--- config.mk ---
export PLATFORM = sky130hd
export DESIGN_NAME = branch_predictor_top
export DESIGN_NICKNAME = d
export VERILOG_FILES = /design/src/logic/bp_pkg.sv /design/src/logic/bh_hash.sv /design/src/logic/bpht.sv /design/src/logic/pht_init_fsm.sv /design/src/logic/aim_predictor0.sv /design/src/logic/branch_predictor_top.sv
export SDC_FILE = /design/constraint.sdc
export NUM_CORES = 1
export LEC_CHECK = 0
export BUFFER_PORTS_ARGS = -buffer_cell sky130_fd_sc_hd__clkbuf_2
export CAP_MARGIN = 20
export CELL_PAD_IN_SITES_DETAIL_PLACEMENT = 1
export CELL_PAD_IN_SITES_GLOBAL_PLACEMENT = 2
export CORE_ASPECT_RATIO = 1.75
export CORE_UTILIZATION = 35
export CTS_BUF_LIST = sky130_fd_sc_hd__clkbuf_8 sky130_fd_sc_hd__clkbuf_16
export DETAILED_ROUTE_END_ITERATION = 8
export GPL_ROUTABILITY_DRIVEN = 0
export PLACE_DENSITY_LB_ADDON = 0.1
export SETUP_SLACK_MARGIN = 0.2
export SLEW_MARGIN = 25
export SYNTH_ARGS = -nofsm -noshare
export SYNTH_HDL_FRONTEND = slang
export SYNTH_SLANG_ARGS = --single-unit
--- constraint.sdc ---
create_clock -name clk -period 9.8 [get_ports clk]
set_clock_uncertainty 0.15 [all_clocks]
set_input_delay 0.49 -clock clk [delete_from_list [all_inputs] [get_ports clk]]
set_output_delay 0.49 -clock clk [all_outputs]
set_load 0.05 [all_outputs]
--- src/logic/bp_pkg.sv ---
package bp_pkg;

    // index and history width
    localparam int h_width = 8;
    // pc word address, byte offset stripped
    localparam int addr_width = 30;
    // number of table entries
    localparam int pht_depth = 1 << h_width;

    typedef logic [addr_width-1:0] pc_t;
    typedef logic [h_width-1:0]    bh_index_t;

    // 2-bit saturating counter
    // 0 strong nt, 1 weak nt, 2 weak t, 3 strong t
    typedef logic [1:0] pht_cnt_t;

    localparam pht_cnt_t pht_init_val = 2'd1;
    localparam pht_cnt_t pht_cnt_max  = 2'd3;
    localparam pht_cnt_t pht_cnt_min  = 2'd0;

    // bit 2 set means always taken, bit 0 alone means direct
    typedef enum logic [2:0] {
        not_jump      = 3'd0,
        direct_jump   = 3'd1,
        ret           = 3'd4,
        indirect_jump = 3'd5,
        call          = 3'd6,
        jump          = 3'd7
    } br_kind_t;

    typedef enum logic [1:0] {
        init_idle,
        init_sweep,
        init_done
    } init_state_t;

    // returned by execute together with the real outcome
    typedef struct packed {
        pc_t       pc_ex;
        bh_index_t index_ex;
        br_kind_t  kind_ex;
        logic      taken_real;
        pht_cnt_t  pdch_ex;
    } ex_info_s;

    // one table write
    typedef struct packed {
        logic      wr_en;
        bh_index_t wr_index;
        pht_cnt_t  wr_cnt;
    } pht_wr_s;

    // fetch side result, echoed back later through ex_info
    typedef struct packed {
        logic      taken_pdc;
        pht_cnt_t  pdch;
        bh_index_t index;
    } pdc_info_s;

endpackage

--- src/logic/bh_hash.sv ---
module bh_hash import bp_pkg::*; (
    input  logic      clk,
    input  logic      arst_n,
    input  pc_t       pc_reg,
    input  logic      hist_shift,
    input  logic      hist_bit,
    output bh_index_t index
);

    // global history of committed direct jumps
    // newest outcome sits in bit 0
    bh_index_t ghist;

    // low pc bits of the fetch address
    bh_index_t pc_low;

    always_ff @(posedge clk or negedge arst_n) begin
        if (!arst_n) begin
            ghist <= '0;
        end else if (hist_shift) begin
            // shift in the resolved outcome
            ghist <= {ghist[h_width-2:0], hist_bit};
        end
    end

    assign pc_low = pc_reg[h_width-1:0];

    // gshare style fold, pc xor history
    // history update is seen one cycle after the strobe
    assign index = pc_low ^ ghist;

endmodule

--- src/logic/bpht.sv ---
module bpht import bp_pkg::*; (
    input  logic      clk,
    input  bh_index_t index,
    output pht_cnt_t  pdch,
    input  pht_wr_s   pht_wr,
    input  pht_wr_s   init_wr
);

    // pattern history table
    // 256 entries of 2-bit counters
    pht_cnt_t pht_mem [pht_depth];

    // write port after arbitration
    pht_wr_s wr_sel;

    // init sweep wins over execute updates
    // they never collide since updates wait for ready
    always_comb begin
        if (init_wr.wr_en) begin
            wr_sel = init_wr;
        end else begin
            wr_sel = pht_wr;
        end
    end

    // single write per clock
    always_ff @(posedge clk) begin
        if (wr_sel.wr_en) begin
            pht_mem[wr_sel.wr_index] <= wr_sel.wr_cnt;
        end
    end

    // async read for the fetch stage
    // no bypass from a write in the same cycle
    assign pdch = pht_mem[index];

endmodule

--- src/logic/pht_init_fsm.sv ---
module pht_init_fsm import bp_pkg::*; (
    input  logic    clk,
    input  logic    arst_n,
    output pht_wr_s init_wr,
    output logic    ready
);

    init_state_t state;
    init_state_t state_nxt;

    // entry being written by the sweep
    bh_index_t sweep_idx;
    logic      sweep_last;

    assign sweep_last = (sweep_idx == bh_index_t'(pht_depth - 1));

    // next state
    always_comb begin
        state_nxt = state;
        case (state)
            init_idle: begin
                state_nxt = init_sweep;
            end
            init_sweep: begin
                if (sweep_last) begin
                    state_nxt = init_done;
                end
            end
            init_done: begin
                // stays here until reset
                state_nxt = init_done;
            end
            default: begin
                state_nxt = init_idle;
            end
        endcase
    end

    always_ff @(posedge clk or negedge arst_n) begin
        if (!arst_n) begin
            state     <= init_idle;
            sweep_idx <= '0;
            ready     <= 1'b0;
        end else begin
            state <= state_nxt;
            // step through the table one entry per cycle
            if (state == init_sweep) begin
                sweep_idx <= sweep_idx + 1'b1;
            end
            // ready one cycle after entering init_done
            if (state == init_done) begin
                ready <= 1'b1;
            end
        end
    end

    // every entry starts weakly not taken
    assign init_wr.wr_en    = (state == init_sweep);
    assign init_wr.wr_index = sweep_idx;
    assign init_wr.wr_cnt   = pht_init_val;

endmodule

--- src/logic/aim_predictor0.sv ---
module aim_predictor0 import bp_pkg::*; (
    input  logic      ready,
    input  logic      update_en,
    input  ex_info_s  ex_info,
    input  br_kind_t  kind_pdc,
    input  pht_cnt_t  pdch,
    input  bh_index_t index,
    output pdc_info_s pdc_out,
    output pht_wr_s   pht_wr,
    output logic      hist_shift,
    output logic      hist_bit
);

    // only direct jumps train the table
    logic try_to_pdc;
    // update accepted this cycle
    logic upd_take;
    // counter after one step toward the outcome
    pht_cnt_t cnt_new;

    // ret, indirect, call, jump always taken
    // direct jump follows counter msb, not_jump never taken
    assign pdc_out.taken_pdc = kind_pdc[2] | (kind_pdc[0] & pdch[1]);
    // counter and index go back down the pipe
    assign pdc_out.pdch  = pdch;
    assign pdc_out.index = index;

    assign try_to_pdc = (ex_info.kind_ex == direct_jump);
    // ignored while the table is still being swept
    assign upd_take = update_en & try_to_pdc & ready;

    // based on the counter seen at prediction, not the current entry
    always_comb begin
        cnt_new = ex_info.pdch_ex;
        if (ex_info.taken_real) begin
            if (ex_info.pdch_ex != pht_cnt_max) begin
                cnt_new = ex_info.pdch_ex + 1'b1;
            end
        end else begin
            if (ex_info.pdch_ex != pht_cnt_min) begin
                cnt_new = ex_info.pdch_ex - 1'b1;
            end
        end
    end

    assign pht_wr.wr_en    = upd_take;
    assign pht_wr.wr_index = ex_info.index_ex;
    assign pht_wr.wr_cnt   = cnt_new;

    // history follows the same accepted updates
    assign hist_shift = upd_take;
    assign hist_bit   = ex_info.taken_real;

endmodule

--- src/logic/branch_predictor_top.sv ---
module branch_predictor_top import bp_pkg::*; (
    input  logic      clk,
    input  logic      arst_n,
    // fetch
    input  pc_t       pc_reg,
    input  br_kind_t  kind_pdc,
    output pdc_info_s pdc_out,
    // execute
    input  logic      update_en,
    input  ex_info_s  ex_info,
    output logic      ready
);

    // fetch index from the hash
    bh_index_t index;
    // counter read at index
    pht_cnt_t  pdch;
    // execute side write, gated by ready
    pht_wr_s   pht_wr;
    // sweep write after reset
    pht_wr_s   init_wr;
    logic      hist_shift;
    logic      hist_bit;

    bh_hash u_bh_hash (
        .clk        (clk),
        .arst_n     (arst_n),
        .pc_reg     (pc_reg),
        .hist_shift (hist_shift),
        .hist_bit   (hist_bit),
        .index      (index)
    );

    bpht u_bpht (
        .clk     (clk),
        .index   (index),
        .pdch    (pdch),
        .pht_wr  (pht_wr),
        .init_wr (init_wr)
    );

    pht_init_fsm u_pht_init_fsm (
        .clk     (clk),
        .arst_n  (arst_n),
        .init_wr (init_wr),
        .ready   (ready)
    );

    aim_predictor0 u_aim_predictor0 (
        .ready      (ready),
        .update_en  (update_en),
        .ex_info    (ex_info),
        .kind_pdc   (kind_pdc),
        .pdch       (pdch),
        .index      (index),
        .pdc_out    (pdc_out),
        .pht_wr     (pht_wr),
        .hist_shift (hist_shift),
        .hist_bit   (hist_bit)
    );

endmodule

* After elaboration in Yosys (flattened, before gate mapping)
Memory sizes are Yosys's and may differ from the RTL's.
Index checks and enable logic that the tools add are counted.
** Storage, ports and cells
- Logic and storage cells :: 29
- Output and inout port bits :: 12
- Bits in registers :: 19
- RAM bits :: 512
- Input bits :: 80
- Memories :: 1
** Memories
- u_bpht.pht_mem :: depth 256, bits a word 2, read ports 1, clocked after memory_dff 0, write ports 1, RTL line bpht.sv:11 : pht_cnt_t pht_mem [pht_depth];
** Operators by class
- Muxes and demuxes :: 8
- $add $sub $neg :: 3
- Equal/unequal tests :: 6
- Bitwise logic cells :: 5
- Reduce and logical (&&, ||, !) cells :: 2
** Operators with widths (number)
- two-way mux 11 bit :: 1
- adder 8 x 1 -> 8 bit (second input constant) :: 1
- == test 8 bit (second input constant) :: 1
- two-way mux 2 bit :: 4
- bitwise XOR 8 bit :: 1
- case mux 2 bit (3 select lines) :: 1
- AND 1 bit :: 3
- == test 3 x 1 -> 1 bit (second input constant) :: 1
- adder 2 x 1 -> 2 bit (second input constant) :: 1
- == test 2 x 1 -> 1 bit (second input constant) :: 1
- == test 2 bit (second input constant) :: 1
- zero test 2 bit :: 1
- two-way mux 1 bit :: 2
- != test 2 x 1 -> 1 bit (second input constant) :: 1
- != test 2 bit (second input constant) :: 1
- nonzero test 2 bit :: 1
- subtractor 2 x 1 -> 2 bit (second input constant) :: 1
- bitwise OR 1 bit :: 1

* Logic depth before layout (Yosys ltp)
- Depth in word-level cells :: 6
- Gate-level depth with buffers :: 13
- Gate-level depth less buffers :: 9

* Cells and area by module
Synthesis repeated with hierarchy kept, for this count alone.
** Second synthesis, totals
- Cells, all modules :: 1384
- Area, all modules :: 22651.7 sq um
** Modules (own cells, without submodules)
- bpht :: times used 1, cells each 1290, seq. area each 15374.7 sq um, area each 21533.2 sq um
- pht_init_fsm :: times used 1, cells each 43, seq. area each 275.3 sq um, area each 520.5 sq um
- bh_hash :: times used 1, cells each 25, seq. area each 200.2 sq um, area each 401.6 sq um
- aim_predictor0 :: times used 1, cells each 26, seq. area each 0.0 sq um, area each 196.4 sq um

* Least setup slack after synthesis
OpenSTA, ideal clock, no wires.
- Kind :: reg-to-reg
- Start :: reg u_pht_init_fsm.state[1]
- End :: mem u_bpht.pht_mem[0][1] (netlist bit) (data pin)
- Cell stages (with the launch flop) :: 6
- Slack :: 288 ps
- Arrival :: 7785 ps
- Clock period less this slack :: 9512 ps
- Setup time :: 1578 ps
- Required time :: 8072 ps
- Path buffers :: 2
- Cells stage by stage :: dfrtp_1 -> inv_1 -> ha_1 -> clkbuf_1 -> clkbuf_1 -> a21oi_1
** RTL lines
- start, declared :: RTL line pht_init_fsm.sv:8 : init_state_t state;
- start signal, assigned :: RTL line pht_init_fsm.sv:41 : state <= init_idle;
- start signal, assigned :: RTL line pht_init_fsm.sv:45 : state <= state_nxt;
- end, declared :: RTL line bpht.sv:11

==> impl_results.md <==
* Status: finished clean
* Met1 wire length at 25.9 mm
* Drt total wl at 64.5 mm
* CTS tree: built
* Crit path buf inv count at 3
* Initial DRC count at 780
* Cell area after synthesis at 22100 um^2
* DR WL met2 at 35.1 mm
* Residual DRC at 0
* Register area share after synthesis at 0.716
* Dpl ws at 4580 ps
* Synth Register Bits at 531
* Avg WL per Cell at 28.8 um
* PwrDens at 186 nW/um^2
* R2r startpoint: u_pht_init_fsm.state[1]
* Clock share of power at 0.429
* EDFF count, synth at 512
* Critical path arrival at 4950 ps
* Cell Area, Placed at 23200 um^2
* Fin crit share at 0.570
* Reg2Reg Setup Slack at 6270 ps
* Wire length on met3 at 1.80 mm
* Inserted Clock Buffers at 51
* Static leakage at 7.63 nW
* Share of post-route cells with drive strength above 1 at 0.203
* Post CTS Setup Buffer Count at 0
* Chip Width at 192 um
* Worst VDD drop at 0.131 mV
* Worst path slowest cell: buf_4
* Via-to-Cell Ratio at 5.42
* Highest Signal Layer: met4
* Final HPWL DP at 37.3 mm
* Gr usage total at 0.209
* Pre-Repair DR Iteration Count at 5
* RSZ-0062 raised after global routing: no
* Hold/Removal Path Class: input pin to register
* Post-synthesis cell count at 1363
* Synth Warn # at 0
* Core Footprint at 62400 um^2
* Worst Path Max Fanout at 65
* Number of I/O port buffers at 38
* Most frequent cells in the layout: edfxtp_1, nor2_1, nand2_1, mux4_2, clkbuf_16
* Minimum clock period at 5590 ps
* Initial antenna violation count at 0
* Critical path startpoint: u_bh_hash.ghist[1]
* Vias in the first global route at 13700
* Critical path's top delay family: buffers and inverters
* Nets at 1485
* Die Span Y at 335 um
* Total Die Area at 64300 um^2
* Tot Pwr at 4.63 mW
* CP Launch Type: register
* Primary FF master, synth: edfxtp_1
* GRT overflow at 0
* Final count of hold timing violations at 0
* Post-route ant nets at 0
* F_max at 179 MHz
* Switching Share at 0.211
* Setup TNS at 0 ps
* Clock Pin Slew Worst Setup and Hold Paths at 60 ps
* Clock latency on the worst-skew pair at 590 ps
* Flop pwr share at 0.529
* Switch Pwr at 977 uW
* Storage cell area at 15900 um^2
* Fillcell total at 6218
* Worst path max stage delay at 710 ps
* Synthesized area per cell at 16.2 um^2
* Hold path startpoint: ex_info[2]
* Levels on crit path at 11
* Initial Util at 0.355
* Kind of critical path: register to output port
* Clock root cell: clkbuf_16
* CP cell instances: xnor2_2 > inv_6 > buf_4 > mux4_2 > mux2i_1 > o31ai_1 > o41ai_1 > a21oi_2 > nor4_2 > a221oi_1 > clkbuf_2
* Worst Path Required at 9160 ps
* Logic pwr share at 0.042
* Ports at 92
* Internal at 3.65 mW
* # rows at 121
* Sink Count at 531
* Area of the multi-input gates at 5850 um^2
* Library cells used by synthesis at 50
* Max clock buf depth at 3
* Largest net degree at the start of global routing at 227
* Final Worst Setup Slack at 4210 ps
* Final core area utilization at 0.400
* Worst slew margin at 0.306
* Fin area at 24900 um^2
* Reg2reg path depth at 7
* H-tree depth at 2
* Worst Tran Pin Value at 1030 ps
* Max-cap check violation count at 0
* Total number of vias at 12100
* Final slew viol count at 0
* Area delta synth->final at 12.6%
* Hold path depth at 2
* Final setup fails at 0
* First-pass GRT wire length at 94.6 mm
* Most common cell after layout, fill and taps aside: edfxtp_1
* Crit. End Element: output port
* Ant diodes at 0
* Net Count, Synth at 1447
* Async S/R FF share, synth at 0.0358
==> repair_timing <==
item                                    in CTS  in global routing
hold buffers                                 1                  0
resized for setup                            0                  0
endpoints found under the setup margin       0                  0
hold endpoints to repair                    19                  0
==> synthesized netlist by cell type (2+ instances only) <==
master	number	area share
nand2b_1	3	0.00085
nand2_1	135	0.023
mux2i_1	21	0.0095
buf_6	10	0.0051
or2_2	2	0.00057
a311o_1	8	0.0036
edfxtp_1	512	0.69
inv_2	3	0.00051
nand3_1	26	0.0059
a32o_1	2	0.00090
o31ai_1	6	0.0020
o41ai_1	3	0.0012
a311oi_1	8	0.0032
clkbuf_1	52	0.0088
and3_1	11	0.0031
a31oi_1	5	0.0014
nor3_1	3	0.00068
buf_4	7	0.0024
ha_1	4	0.0023
buf_1	4	0.00068
a22o_1	5	0.0020
o32ai_1	2	0.00079
nand3b_1	5	0.0017
inv_1	15	0.0025
nand4_1	12	0.0034
buf_2	12	0.0027
xnor2_2	3	0.0022
xnor2_1	11	0.0044
o21ai_1	2	0.00045
mux2_2	10	0.0051
dfrtp_1	19	0.021
mux4_2	120	0.12
a21oi_1	11	0.0025
nor2_1	276	0.047
a221oi_1	5	0.0020
a22oi_1	6	0.0020
o21ai_0	11	0.0025
==> sequential cells by signal, indices dropped and copies added, names as in the netlist <==
name,flops
u_bh_hash.ghist,8
u_pht_init_fsm.ready,1
u_pht_init_fsm.sweep_idx,8
u_pht_init_fsm.state,2
u_bpht.pht_mem,512
==> logic make-up (layout without fill, tap and decap cells) <==
family	Yosys count	after routing	synth area share
mux	151	151	0.137
compound gates	83	83	0.0280
flops	531	531	0.716
fa+ha+maj	5	5	0.00271
xor+xnor	15	15	0.00695
buf+inv	103	180	0.0227
simple gates	475	475	0.0868
==> layout make-up <==
class / count / share of cell area
clock buffer: 53 / 0.0532
multi-input combinational: 729 / 0.235
tap: 799 / 0.0401
clock inverter: 39 / 0.0133
inverter: 18 / 0.00301
sequential: 531 / 0.636
timing repair buffer: 70 / 0.0200
==> power groups by stage <==
stage          Combinational [mW]  Clock [mW]  Sequential (mW)
5_1_grt                     0.211        2.11             2.45
4_1_cts                     0.203        2.04             2.45
6_report                    0.197        1.99             2.45
2_1_floorplan               0.129           0             2.50
3_5_place_dp                0.203           0             2.50
3_3_place_gp                0.202           0             2.50
==> per-layer routing <==
layer / GRT usage / vias to the layer above
li1: - / 5302
met1: 0.258 / 6526
met2: 0.382 / 227
met3: 0.0212 / 88
met4: 0.0608 / 0
met5: 0 / -
==> per-stage QoR <==
| step | instances | hold slack, ps |
|---|---|---|
| 2_1_floorplan | 1363 | 44.4 |
| 3_3_place_gp | 2144 | 335 |
| 3_5_place_dp | 2144 | 342 |
| 4_1_cts | 2237 | 14.1 |
| 5_1_grt | 2239 | 38.4 |
| 6_report | 2239 | 36.6 |
==> final timing paths <==
check                                         endpoint
setup / recovery                           pdc_out[10]
hold / removal                      u_bh_hash.ghist[0]
setup reg to reg                u_bpht.pht_mem[250][0]
hold reg to reg                   u_pht_init_fsm.ready
max in group asynchronous  u_pht_init_fsm.sweep_idx[7]
min in group asynchronous  u_pht_init_fsm.sweep_idx[0]
No activity file was read; power rests on OpenSTA's default activity.
